$ cat config.mk
export PLATFORM = sky130hd
export DESIGN_NAME = udma_ethernet
export DESIGN_NICKNAME = d
export VERILOG_FILES = /design/src/eth_pkg.sv /design/src/eth_reg_if.sv /design/src/eth_tx_serializer.sv /design/src/eth_rx_packer.sv /design/src/udma_ethernet.sv
export SDC_FILE = /design/constraint.sdc
export NUM_CORES = 1
export LEC_CHECK = 0
export ABC_AREA = 1
export BUFFER_PORTS_ARGS = -buffer_cell sky130_fd_sc_hd__buf_2
export CAP_MARGIN = 20
export CELL_PAD_IN_SITES_DETAIL_PLACEMENT = 0
export CELL_PAD_IN_SITES_GLOBAL_PLACEMENT = 1
export CORE_AREA = 2 2 111 124
export CTS_CLUSTER_DIAMETER = 120
export CTS_CLUSTER_SIZE = 12
export DETAILED_ROUTE_END_ITERATION = 10
export DIE_AREA = 0 0 113 126
export GPL_TIMING_DRIVEN = 0
export PLACE_DENSITY_LB_ADDON = 0.1
export SLEW_MARGIN = 40
export SYNTH_ARGS = -nofsm -noshare
export SYNTH_HDL_FRONTEND = slang
export SYNTH_HIERARCHICAL = 1
export SYNTH_SLANG_ARGS = --single-unit
$ cat constraint.sdc
create_clock -name sys_clk_i -period 4.61 [get_ports sys_clk_i]
set_clock_uncertainty 0.2 [all_clocks]
set_input_delay 1.383 -clock sys_clk_i [delete_from_list [all_inputs] [get_ports sys_clk_i]]
set_output_delay 1.383 -clock sys_clk_i [all_outputs]
set_load 0.1 [all_outputs]
$ cat src/eth_pkg.sv
/*
 * Shared widths, register map and stream types of the uDMA Ethernet core.
 * Single clock domain only. No PHY, no FCS, no MAC status bits.
 * Byte count fields use the uDMA datasize coding (bytes minus one).
 */

`default_nettype none

package eth_pkg;

    //////////////////////////////////////////////////
    // widths
    //////////////////////////////////////////////////
    localparam int unsigned BYTE_W         = 8;
    localparam int unsigned BYTES_PER_WORD = 4;
    localparam int unsigned WORD_W         = BYTES_PER_WORD * BYTE_W;

    typedef logic [BYTE_W-1:0] byte_t;
    typedef logic [WORD_W-1:0] word_t;      // udma word, also cfg data
    typedef logic [1:0]        byte_cnt_t;  // bytes in word minus one
    typedef logic [4:0]        cfg_addr_t;  // register word address
    typedef logic [15:0]       frame_cnt_t;

    //////////////////////////////////////////////////
    // register map
    //////////////////////////////////////////////////
    localparam cfg_addr_t REG_CTRL      = 5'd0;
    localparam cfg_addr_t REG_STATUS    = 5'd1;
    localparam cfg_addr_t REG_RX_FRAMES = 5'd2;

    // REG_CTRL bits
    localparam int unsigned CTRL_EN_RX_BIT     = 0;
    localparam int unsigned CTRL_EN_TX_BIT     = 1;
    localparam int unsigned CTRL_RX_IRQ_EN_BIT = 2;

    // REG_STATUS bits
    localparam int unsigned STATUS_TX_BUSY_BIT = 0;
    localparam int unsigned STATUS_RX_BUSY_BIT = 1;

    // one mac side stream beat
    typedef struct packed {
        byte_t data;
        logic  last;     // final byte of frame
    } eth_byte_s;

    // one packed udma word with its byte count
    typedef struct packed {
        word_t     data;
        byte_cnt_t size;
        logic      last;
    } eth_word_s;

    typedef enum logic {
        COLLECT,
        HOLD
    } rx_state_e;

endpackage

`default_nettype wire

$ cat src/eth_reg_if.sv
/*
 * Configuration registers behind the uDMA cfg valid/rwn/ready handshake.
 * The host holds valid, rwn, addr and data until ready. Ready lasts one
 * cycle and arrives one cycle after valid is first seen.
 * Unmapped addresses read as zero and ignore writes.
 */

`default_nettype none

module eth_reg_if (
    input  logic               sys_clk_i,
    input  logic               reset_i,
    input  logic               cfg_valid_i,
    input  logic               cfg_rwn_i,
    input  eth_pkg::cfg_addr_t cfg_addr_i,
    input  eth_pkg::word_t     cfg_data_i,
    input  logic               tx_busy_i,
    input  logic               rx_busy_i,
    input  logic               frame_done_i,
    output logic               cfg_ready_o,
    output eth_pkg::word_t     cfg_data_o,
    output logic               en_tx_o,
    output logic               en_rx_o,
    output logic               rx_irq_en_o
);

    logic                ready_q;
    eth_pkg::word_t      rdata_q;
    eth_pkg::word_t      rdata;
    logic                en_tx_q;
    logic                en_rx_q;
    logic                irq_en_q;
    eth_pkg::frame_cnt_t frames_q;

    // read mux, sampled when the request is first seen
    always_comb begin
        rdata = '0;
        case (cfg_addr_i)
            eth_pkg::REG_CTRL: begin
                rdata[eth_pkg::CTRL_EN_RX_BIT]     = en_rx_q;
                rdata[eth_pkg::CTRL_EN_TX_BIT]     = en_tx_q;
                rdata[eth_pkg::CTRL_RX_IRQ_EN_BIT] = irq_en_q;
            end
            eth_pkg::REG_STATUS: begin
                rdata[eth_pkg::STATUS_TX_BUSY_BIT] = tx_busy_i;
                rdata[eth_pkg::STATUS_RX_BUSY_BIT] = rx_busy_i;
            end
            eth_pkg::REG_RX_FRAMES: rdata = eth_pkg::word_t'(frames_q);
            default: rdata = '0;
        endcase
    end

    //////////////////////////////////////////////////
    // handshake
    //////////////////////////////////////////////////
    always_ff @(posedge sys_clk_i) begin
        if (reset_i) begin
            ready_q <= 1'b0;
            rdata_q <= '0;
        end else begin
            ready_q <= cfg_valid_i && !ready_q;  // never two in a row
            rdata_q <= (cfg_valid_i && !ready_q && cfg_rwn_i) ? rdata : '0;
        end
    end

    // ctrl bits and frame counter
    always_ff @(posedge sys_clk_i) begin
        if (reset_i) begin
            en_tx_q  <= 1'b0;
            en_rx_q  <= 1'b0;
            irq_en_q <= 1'b0;
            frames_q <= '0;
        end else begin
            // write lands on the edge closing the ready cycle
            if (ready_q && cfg_valid_i && !cfg_rwn_i && cfg_addr_i == eth_pkg::REG_CTRL) begin
                en_rx_q  <= cfg_data_i[eth_pkg::CTRL_EN_RX_BIT];
                en_tx_q  <= cfg_data_i[eth_pkg::CTRL_EN_TX_BIT];
                irq_en_q <= cfg_data_i[eth_pkg::CTRL_RX_IRQ_EN_BIT];
            end
            if (frame_done_i)
                frames_q <= frames_q + 1'b1;  // wraps
        end
    end

    assign cfg_ready_o = ready_q;
    assign cfg_data_o  = rdata_q;
    assign en_tx_o     = en_tx_q;
    assign en_rx_o     = en_rx_q;
    assign rx_irq_en_o = irq_en_q;

endmodule

`default_nettype wire

$ cat src/eth_tx_serializer.sv
/*
 * Splits uDMA transmit words into a byte stream, least significant first.
 * Holds one word at a time, so the next word waits for the last byte.
 * A word carries size+1 bytes. last marks the final byte of a last word.
 */

`default_nettype none

module eth_tx_serializer (
    input  logic                sys_clk_i,
    input  logic                reset_i,
    input  logic                en_tx_i,
    input  eth_pkg::word_t      data_tx_i,
    input  eth_pkg::byte_cnt_t  data_tx_size_i,
    input  logic                data_tx_last_i,
    input  logic                data_tx_valid_i,
    input  logic                mac_tx_ready_i,
    output logic                data_tx_ready_o,
    output eth_pkg::eth_byte_s  mac_tx_o,
    output logic                mac_tx_valid_o,
    output logic                busy_o
);

    logic               full_q;     // a word is in flight
    eth_pkg::word_t     shift_q;    // payload, current byte in lane 0
    eth_pkg::byte_cnt_t remain_q;   // bytes after the current one
    logic               last_q;
    logic               word_take;
    logic               byte_take;

    assign word_take = data_tx_valid_i && data_tx_ready_o;
    assign byte_take = mac_tx_valid_o && mac_tx_ready_i;

    //////////////////////////////////////////////////
    // control
    //////////////////////////////////////////////////
    always_ff @(posedge sys_clk_i) begin
        if (reset_i) begin
            full_q <= 1'b0;
        end else if (word_take) begin
            full_q <= 1'b1;
        end else if (byte_take && remain_q == '0) begin
            full_q <= 1'b0;  // final byte gone
        end
    end

    // payload path
    always_ff @(posedge sys_clk_i) begin
        if (word_take) begin
            shift_q  <= data_tx_i;
            remain_q <= data_tx_size_i;
            last_q   <= data_tx_last_i;
        end else if (byte_take) begin
            shift_q  <= shift_q >> eth_pkg::BYTE_W;
            remain_q <= remain_q - 1'b1;
        end
    end

    assign data_tx_ready_o = en_tx_i && !full_q;
    assign mac_tx_valid_o  = full_q;
    assign mac_tx_o.data   = shift_q[eth_pkg::BYTE_W-1:0];
    assign mac_tx_o.last   = last_q && (remain_q == '0);  // only on final byte
    assign busy_o          = full_q;

endmodule

`default_nettype wire

$ cat src/eth_rx_packer.sv
/*
 * Packs a received byte stream into uDMA words, least significant lane first.
 * A word is emitted after four bytes or after a byte marked last.
 * Unused upper lanes are zero. No new bytes are taken while a word waits.
 * eth_rx_event_o follows the frame handover by one cycle.
 */

`default_nettype none

module eth_rx_packer (
    input  logic                sys_clk_i,
    input  logic                reset_i,
    input  logic                en_rx_i,
    input  logic                rx_irq_en_i,
    input  eth_pkg::eth_byte_s  mac_rx_i,
    input  logic                mac_rx_valid_i,
    input  logic                data_rx_ready_i,
    output logic                mac_rx_ready_o,
    output eth_pkg::word_t      data_rx_o,
    output eth_pkg::byte_cnt_t  data_rx_size_o,
    output logic                data_rx_valid_o,
    output logic                busy_o,
    output logic                frame_done_o,
    output logic                eth_rx_event_o
);

    eth_pkg::rx_state_e state_q;
    eth_pkg::byte_cnt_t lane_q;     // next free lane
    eth_pkg::eth_word_s hold_q;     // word being built or held
    eth_pkg::word_t     word_nxt;
    logic               byte_take;
    logic               handover;
    logic               word_full;
    logic               event_q;

    assign byte_take = mac_rx_valid_i && mac_rx_ready_o;
    assign handover  = data_rx_valid_o && data_rx_ready_i;
    assign word_full = (lane_q == eth_pkg::byte_cnt_t'(eth_pkg::BYTES_PER_WORD - 1));

    // drop the byte into its lane and clear the old word on lane 0
    always_comb begin
        word_nxt = (lane_q == '0) ? '0 : hold_q.data;
        word_nxt[lane_q*eth_pkg::BYTE_W +: eth_pkg::BYTE_W] = mac_rx_i.data;
    end

    //////////////////////////////////////////////////
    // state machine
    //////////////////////////////////////////////////
    always_ff @(posedge sys_clk_i) begin
        if (reset_i) begin
            state_q <= eth_pkg::COLLECT;
            lane_q  <= '0;
        end else begin
            case (state_q)
                eth_pkg::COLLECT: begin
                    if (byte_take) begin
                        if (word_full || mac_rx_i.last) begin
                            state_q <= eth_pkg::HOLD;
                            lane_q  <= '0;
                        end else begin
                            lane_q <= lane_q + 1'b1;
                        end
                    end
                end
                eth_pkg::HOLD: if (handover) state_q <= eth_pkg::COLLECT;
                default: state_q <= eth_pkg::COLLECT;
            endcase
        end
    end

    // word register, loaded one lane per accepted byte
    always_ff @(posedge sys_clk_i) begin
        if (byte_take) begin
            hold_q.data <= word_nxt;
            hold_q.size <= lane_q;   // lane index equals bytes minus one
            hold_q.last <= mac_rx_i.last;
        end
    end

    // interrupt one cycle behind the handover
    always_ff @(posedge sys_clk_i) begin
        if (reset_i) event_q <= 1'b0;
        else         event_q <= frame_done_o && rx_irq_en_i;
    end

    assign mac_rx_ready_o  = en_rx_i && (state_q == eth_pkg::COLLECT);
    assign data_rx_valid_o = (state_q == eth_pkg::HOLD);
    assign data_rx_o       = hold_q.data;
    assign data_rx_size_o  = hold_q.size;
    assign frame_done_o    = handover && hold_q.last;
    assign busy_o          = (state_q == eth_pkg::HOLD) || (lane_q != '0);
    assign eth_rx_event_o  = event_q;

endmodule

`default_nettype wire

$ cat src/udma_ethernet.sv
/*
 * uDMA Ethernet core, system clock domain only.
 * The MAC side byte streams are plain ports. No PHY is attached here.
 */

`default_nettype none

module udma_ethernet (
    input  logic               sys_clk_i,
    input  logic               reset_i,
    // config port
    input  logic               cfg_valid_i,
    input  logic               cfg_rwn_i,
    input  eth_pkg::cfg_addr_t cfg_addr_i,
    input  eth_pkg::word_t     cfg_data_i,
    output logic               cfg_ready_o,
    output eth_pkg::word_t     cfg_data_o,
    // udma tx channel
    input  eth_pkg::word_t     data_tx_i,
    input  eth_pkg::byte_cnt_t data_tx_size_i,
    input  logic               data_tx_last_i,
    input  logic               data_tx_valid_i,
    output logic               data_tx_ready_o,
    // mac side streams
    output eth_pkg::eth_byte_s mac_tx_o,
    output logic               mac_tx_valid_o,
    input  logic               mac_tx_ready_i,
    input  eth_pkg::eth_byte_s mac_rx_i,
    input  logic               mac_rx_valid_i,
    output logic               mac_rx_ready_o,
    // udma rx channel
    output eth_pkg::word_t     data_rx_o,
    output eth_pkg::byte_cnt_t data_rx_size_o,
    output logic               data_rx_valid_o,
    input  logic               data_rx_ready_i,
    output logic               eth_rx_event_o
);

    logic s_en_tx;
    logic s_en_rx;
    logic s_rx_irq_en;
    logic s_tx_busy;
    logic s_rx_busy;
    logic s_frame_done;

    eth_reg_if u_reg_if (
        .sys_clk_i   ( sys_clk_i    ),
        .reset_i     ( reset_i      ),
        .cfg_valid_i ( cfg_valid_i  ),
        .cfg_rwn_i   ( cfg_rwn_i    ),
        .cfg_addr_i  ( cfg_addr_i   ),
        .cfg_data_i  ( cfg_data_i   ),
        .tx_busy_i   ( s_tx_busy    ),
        .rx_busy_i   ( s_rx_busy    ),
        .frame_done_i( s_frame_done ),
        .cfg_ready_o ( cfg_ready_o  ),
        .cfg_data_o  ( cfg_data_o   ),
        .en_tx_o     ( s_en_tx      ),
        .en_rx_o     ( s_en_rx      ),
        .rx_irq_en_o ( s_rx_irq_en  )
    );

    //////////////////////////////////////////////////
    // transmit path
    //////////////////////////////////////////////////
    eth_tx_serializer u_tx_ser (
        .sys_clk_i      ( sys_clk_i       ),
        .reset_i        ( reset_i         ),
        .en_tx_i        ( s_en_tx         ),
        .data_tx_i      ( data_tx_i       ),
        .data_tx_size_i ( data_tx_size_i  ),
        .data_tx_last_i ( data_tx_last_i  ),
        .data_tx_valid_i( data_tx_valid_i ),
        .mac_tx_ready_i ( mac_tx_ready_i  ),
        .data_tx_ready_o( data_tx_ready_o ),
        .mac_tx_o       ( mac_tx_o        ),
        .mac_tx_valid_o ( mac_tx_valid_o  ),
        .busy_o         ( s_tx_busy       )
    );

    //////////////////////////////////////////////////
    // receive path
    //////////////////////////////////////////////////
    eth_rx_packer u_rx_pack (
        .sys_clk_i      ( sys_clk_i       ),
        .reset_i        ( reset_i         ),
        .en_rx_i        ( s_en_rx         ),
        .rx_irq_en_i    ( s_rx_irq_en     ),
        .mac_rx_i       ( mac_rx_i        ),
        .mac_rx_valid_i ( mac_rx_valid_i  ),
        .data_rx_ready_i( data_rx_ready_i ),
        .mac_rx_ready_o ( mac_rx_ready_o  ),
        .data_rx_o      ( data_rx_o       ),
        .data_rx_size_o ( data_rx_size_o  ),
        .data_rx_valid_o( data_rx_valid_o ),
        .busy_o         ( s_rx_busy       ),
        .frame_done_o   ( s_frame_done    ),
        .eth_rx_event_o ( eth_rx_event_o  )  // irq to soc event unit
    );

endmodule

`default_nettype wire

==> impl_metrics.env, run 1 <==
export IMPL_status="finished, violations left"
export IMPL_violations="design-rule violations"
export IMPL_drt_total_wl_um=10600
export IMPL_post_cts_buffers=0
export IMPL_cts_clk_slew_worst_paths_ns=0.07
export IMPL_drt_first_pass_iters=9
export IMPL_crit_required_ns=3.03
export IMPL_antenna_left=0
export IMPL_fp_dieW_um=113
export IMPL_leakagePower_nw=2.86
export IMPL_setup_viol=0
export IMPL_fin_ws_ns=1.34
export IMPL_hold_end="u_reg_if/cfg_data_o[15]"
export IMPL_syn_area_sq_um=5200
export IMPL_crit_path_end_kind="output port"
export IMPL_synth_edf_count=70
export IMPL_rsz0062_at_grt="no"
export IMPL_gp_congestion=0.824
export IMPL_ys_types=29
export IMPL_hold_path_startpoint="u_reg_if/frames_q[15]"
export IMPL_max_stage_delay_ns=0.45
export IMPL_syn_to_final_growth_pct=22.7
export IMPL_dp_hpwl_um=8300
export IMPL_worst_pin_slew_ns=0.674
export IMPL_track_usage_pct=15.3
export IMPL_critical_path_slowest_cell="dfxtp_1"
export IMPL_tns_ns=0
export IMPL_dr_total_vias=3852
export IMPL_rows=44
export IMPL_numCtsBuffers=9
export IMPL_grt_overflow=0
export IMPL_async_flop_share_pct=0
export IMPL_cts_repair_resized=0
export IMPL_cts_hold_buf=0
export IMPL_drv_slew=0
export IMPL_numPortBuffers=123
export IMPL_fp_dieH_um=126
export IMPL_die_area_sq_um=14200
export IMPL_maxSlewHeadroom_pct=54.9
export IMPL_ys_seq_area_share_pct=56.2
export IMPL_synth_ff_type="edfxtp_1"
export IMPL_startpoint_type="flip-flop"
export IMPL_grt_pass1_wl_um=17300
export IMPL_worstReg2RegEnd="u_rx_pack/data_rx_o[24]"
export IMPL_antenna_cells=0
export IMPL_final_util_pct=49.1
export IMPL_worst_setup_path_type="flip-flop to output port"
export IMPL_antenna_found_initial=0
export IMPL_crit_start="u_reg_if/en_tx_o"
export IMPL_rrSetupSlack_ns=2.39
export IMPL_core_area_sq_um=13000
export IMPL_cp_num_buf_inv=3
export IMPL_clk_latency_ns=0.34
export IMPL_place_ws_ns=1.49
export IMPL_yosys_warnings=6
export IMPL_synth_seq_cells=111
export IMPL_cts_tree="done"
export IMPL_rr_startpoint="u_rx_pack/lane_q[0]"
export IMPL_crit_arrival_ns=1.69
export IMPL_clock_sinks=111
export IMPL_critPathMaxFanout=10
export IMPL_start_util_pct=40.0
export IMPL_fin_nets=795
export IMPL_avgSynthCellArea_sq_um=9.46
export IMPL_power_density_nw_per_um2=305
export IMPL_cts_root_buf="clkbuf_16"
export IMPL_whs_path_depth=2
export IMPL_max_freq_mhz=306
export IMPL_timing_final_crit_share_pct=70.9
export IMPL_drt_iter0_markers=145
export IMPL_peakVddDrop_v=0.000132
export IMPL_hold_class="flip-flop to flip-flop"
export IMPL_grt_max_degree=35
export IMPL_drc_errors=13
export IMPL_finalHoldViolCount=0
export IMPL_maxCapViolCount=0
export IMPL_path_cells="inv_2 > nor2_4 > buf_6 > buf_2"
export IMPL_reg2reg_depth=4
export IMPL_crit_family="buffers and inverters"
export IMPL_grt_pass1_vias=3763
export IMPL_io_pins=170
export IMPL_h_tree_depth=3
export IMPL_viasPerCell=4.45
export IMPL_wl_per_cell_um=12.3
export IMPL_cts_buffer_depth=2
export IMPL_period_needed_ns=3.27
export IMPL_drive_above_1_share_pct=34.8
export IMPL_syn_inst=550
layer usage:
metal	global-route usage, %	wire length [um]	share of wire, %
met2	27.1	5340	50
met3	2.69	554	5.2
met1	18.2	4500	42
met4	6.67	210	2.0
met5	0	0	0
flip-flops by register name (all words and copies together) (netlist names):
signal,flops
u_tx_ser/last_q,1
u_tx_ser/shift_q,32
u_reg_if/frames_q,16
u_reg_if/en_tx_o,1
u_rx_pack/data_rx_size_o,2
u_reg_if/rx_irq_en_o,1
u_rx_pack/lane_q,2
u_reg_if/en_rx_o,1
u_rx_pack/eth_rx_event_o,1
u_tx_ser/busy_o,1
u_reg_if/cfg_ready_o,1
u_rx_pack/hold_q,1
u_rx_pack/data_rx_valid_o,1
u_rx_pack/data_rx_o,32
u_reg_if/cfg_data_o,16
u_tx_ser/remain_q,2
how the worst max path moves through the flow:
| stage | slack, ns | cells past startpoint | end |
|---|---|---|---|
| after floorplan | 0.92 | 1 | mac_rx_ready_o |
| after global placement | 1.07 | 4 | u_tx_ser/shift_q[2] |
| after detailed placement | 1.49 | 4 | u_tx_ser/shift_q[0] |
| after CTS | 1.32 | 4 | data_tx_ready_o |
| after global routing | 1.23 | 4 | data_tx_ready_o |
| final | 1.34 | 4 | data_tx_ready_o |
report_power, final:
group	leakage [nW]	internal (mW)	total (mW)	switching (mW)
sequential	0.927	1.05	1.05	0.000664
combinational	1.79	0.0360	0.135	0.0987
clock	0.143	0.422	0.768	0.346
total	2.86	1.50	1.95	0.445
cell type report:
type                       count  area, sq um
fill                        1307         6610
tap                          161          201
clock buffer                   9          225
timing repair buffer         123          616
buffer                        71          549
multi-input combinational    320         1560
sequential                   111         2920
inverter                      63          238
clock inverter                 7         72.6
cells by family after synthesis:
kind of cell	synth area share, %
flops	56.2
xor+xnor	0.337
simple gates	24.2
compound gates	2.41
other cells	0.0721
buf+inv	15.1
fa+ha+maj	1.68
synthesized netlist by cell type (2+ instances only):
library cell	count	area (sq um)
nand2_1	102	383
edfxtp_1	70	2100
buf_4	65	488
nor2_1	62	233
inv_1	57	214
nand3_1	44	220
dfxtp_1	41	821
nor3_1	23	115
a21oi_1	14	70.1
nor2_2	11	68.8
o21ai_0	9	45.0
ha_1	7	87.6
nand2_2	6	37.5
nor2_4	6	67.6
buf_6	5	56.3
inv_2	5	18.8
nand3_2	5	50.1
nand4_1	5	31.3
o21ai_1	2	10.0
xor2_1	2	17.5
worst register-to-register path, delay by kind of cell (launching register included):
kind,cells,cell delay (ns)
adders and majority gates,1,0.41
and+or+nand+nor,1,0.55
buffers and inverters,2,0.31
DFF,1,0.38
placed cells by master, fill, tap and decap left out, types with 9 or more instances in the layout:
master,instances
nor2_2,11
a21oi_1,14
buf_2,124
conb_1,16
edfxtp_1,70
dfxtp_1,41
nand2_1,101
o21ai_0,9
clkbuf_16,9
inv_1,57
nand3_1,44
buf_4,65
nor2_1,62
nor3_1,23
per-stage QoR:
| stage | instance area (sq um) | total power [mW] | instances | hold WS, ns |
|---|---|---|---|---|
| 3_5_place_dp | 6080 | 1.20 | 849 | 0.237 |
| 5_1_grt | 6380 | 2.01 | 865 | 0.270 |
| 6_report | 6380 | 1.95 | 865 | 0.245 |
| 4_1_cts | 6370 | 1.97 | 865 | 0.249 |
| 3_3_place_gp | 6070 | 1.20 | 849 | 0.236 |
| 2_1_floorplan | 5260 | 1.16 | 565 | 0.222 |
(Power assumes the default switching activity.)
==> run 2, diff against run 1 <==
--- a/config.mk
+++ b/config.mk
@@ -10,11 +10,11 @@
 export CAP_MARGIN = 20
 export CELL_PAD_IN_SITES_DETAIL_PLACEMENT = 0
 export CELL_PAD_IN_SITES_GLOBAL_PLACEMENT = 1
-export CORE_AREA = 2 2 111 124
+export CORE_AREA = 2 2 121 135
 export CTS_CLUSTER_DIAMETER = 120
 export CTS_CLUSTER_SIZE = 12
 export DETAILED_ROUTE_END_ITERATION = 10
-export DIE_AREA = 0 0 113 126
+export DIE_AREA = 0 0 123 137
 export GPL_TIMING_DRIVEN = 0
 export PLACE_DENSITY_LB_ADDON = 0.1
 export SLEW_MARGIN = 40
==> constraint.sdc (replaced) <==
create_clock -name sys_clk_i -period 2.9 [get_ports sys_clk_i]
set_clock_uncertainty 0.2 [all_clocks]
set_input_delay 0.87 -clock sys_clk_i [delete_from_list [all_inputs] [get_ports sys_clk_i]]
set_output_delay 0.87 -clock sys_clk_i [all_outputs]
set_load 0.1 [all_outputs]
==> run 2 against run 1 <==
- the run now ends clean
- sequential share of layout area down 0.36 points
- global-route usage down 1.5 points
- sequential cell count unchanged
- critical path depth unchanged
- combinational power up 59%
- wire length up 6.8%
- clock power up 63%
- non-clock buffer count unchanged
- total power up 60%
==> impl_metrics.env, run 2 (synthesis gave the netlist of run 1 again) <==
export IMPL_rr_startpoint="u_rx_pack/lane_q[0]"
export IMPL_cts_buffer_depth=2
export IMPL_gp_congestion=0.812
export IMPL_crit_path_end_kind="output port"
export IMPL_peakVddDrop_v=0.000226
export IMPL_antenna_found_initial=0
export IMPL_worstReg2RegEnd="u_rx_pack/data_rx_o[31]"
export IMPL_io_pins=170
export IMPL_setup_viol=0
export IMPL_cts_repair_resized=0
export IMPL_grt_overflow=0
export IMPL_gr_usage_met3_pct=2.71
export IMPL_clk_latency_ns=0.35
export IMPL_worst_pin_slew_ns=0.728
export IMPL_use_met1_pct=16.3
export IMPL_rrSetupSlack_ns=0.66
export IMPL_worst_hold_slack_ns=0.267
export IMPL_leakagePower_nw=2.85
export IMPL_numPortBuffers=123
export IMPL_antenna_left=0
export IMPL_final_cell_area_sq_um=6430
export IMPL_core_area_sq_um=15500
export IMPL_whs_path_depth=2
export IMPL_drt_iter0_markers=283
export IMPL_max_stage_delay_ns=0.44
export IMPL_dpl_cell_area_sq_um=6130
export IMPL_final_cell_mix="buf_2 (124), nand2_1 (101), edfxtp_1 (70), buf_4 (65), nor2_1 (61)"
export IMPL_syn_to_final_growth_pct=23.6
export IMPL_cts_tree="done"
export IMPL_rows=48
export IMPL_crit_family="buffers and inverters"
export IMPL_grt_pass1_vias=3624
export IMPL_finalHoldViolCount=0
export IMPL_dr_total_vias=3807
export IMPL_fp_dieH_um=137
export IMPL_grt_pass1_wl_um=17500
export IMPL_drv_slew=0
export IMPL_worst_setup_path_type="flip-flop to output port"
export IMPL_drt_total_wl_um=11300
export IMPL_dp_hpwl_um=8660
export IMPL_period_needed_ns=2.75
export IMPL_fp_dieW_um=123
export IMPL_fin_nets=795
export IMPL_crit_required_ns=1.83
export IMPL_max_freq_mhz=363
export IMPL_drc_errors=0
export IMPL_totalPowerFinal_mw=3.13
export IMPL_top_usage_layer="met2"
export IMPL_mostFrequentLayoutCell="buf_2"
export IMPL_maxCapViolCount=0
export IMPL_cts_hold_buf=0
export IMPL_path_cells="inv_2 > nor2_4 > buf_6 > buf_2"
export IMPL_maxSlewHeadroom_pct=51.3
export IMPL_drive_above_1_share_pct=34.9
export IMPL_clock_sinks=111
export IMPL_critPathMaxFanout=10
export IMPL_h_tree_depth=3
export IMPL_track_usage_pct=13.8
export IMPL_numCtsBuffers=9
export IMPL_critical_path_slowest_cell="dfxtp_1"
export IMPL_die_area_sq_um=16900
export IMPL_wl_per_cell_um=12.5
export IMPL_place_ws_ns=0.263
export IMPL_status="finished, final reports clean"
export IMPL_hold_class="flip-flop to flip-flop"
export IMPL_antenna_cells=0
export IMPL_power_density_nw_per_um2=486
export IMPL_start_util_pct=33.6
export IMPL_drt_first_pass_iters=4
export IMPL_startpoint_type="flip-flop"
export IMPL_post_cts_buffers=0
export IMPL_hold_path_startpoint="u_reg_if/frames_q[15]"
export IMPL_hold_end="u_reg_if/cfg_data_o[15]"
export IMPL_cp_num_buf_inv=3
export IMPL_timing_final_crit_share_pct=94.9
export IMPL_cts_clk_slew_worst_paths_ns=0.07
export IMPL_reg2reg_depth=4
export IMPL_cts_root_buf="clkbuf_16"
export IMPL_fin_ws_ns=0.149
export IMPL_grt_use_met2_pct=23.9
export IMPL_crit_arrival_ns=1.68
export IMPL_grt_max_degree=35
export IMPL_rsz0062_at_grt="no"
export IMPL_viasPerCell=4.21
## run 2: how the worst max path moves through the flow
stage,startpoint,to,slack (ns),cells past startpoint
global placement,data_tx_valid_i,u_tx_ser/shift_q[2],-0.17,4
finish,u_reg_if/en_tx_o,data_tx_ready_o,0.15,4
detailed placement,data_tx_valid_i,u_tx_ser/shift_q[2],0.26,4
global route,u_reg_if/en_tx_o,data_tx_ready_o,0.05,4
CTS,u_reg_if/en_tx_o,data_tx_ready_o,0.1,4
floorplan,u_rx_pack/data_rx_valid_o,mac_rx_ready_o,0.19,1
## run 2: through the flow
step / util [%] / TNS (ns) / cells
floorplan: - / 0 / 565
global placement: 39.5 / -5.58 / 888
detailed placement: 39.6 / 0 / 888
CTS: 41.5 / 0 / 904
global route: 41.5 / 0 / 904
finish: 41.5 / 0 / 904
## run 2: layer usage
layer	vias up	share of wire, %
li1	2001	-
met1	1708	43
met2	84	51
met3	14	4.4
met4	0	2.1
met5	-	0
## run 2: layout make-up
| class | instances | area, sq um |
|---|---|---|
| flip-flops and latches | 111 | 2920 |
| inverters | 63 | 238 |
| repair buffers | 123 | 616 |
| fillers | 1596 | 9060 |
| plain buffers | 71 | 549 |
| well taps | 200 | 250 |
| clock inverters | 6 | 67.6 |
| clock buffers | 10 | 229 |
| multi-input cells | 320 | 1560 |
## run 2: worst register-to-register path: cells and delay by family (launching register included)
family	cells	cell delay (ns)
simple gates	1	0.56
fa+ha+maj	1	0.41
flops	1	0.39
buf+inv	2	0.32
## run 2: power breakdown
group	leakage, nW	internal [mW]	switching (mW)	total (mW)
Clock	0.139	0.675	0.576	1.25
Sequential	0.927	1.66	0.00116	1.66
Combinational	1.78	0.0572	0.157	0.214
Total	2.85	2.39	0.734	3.13
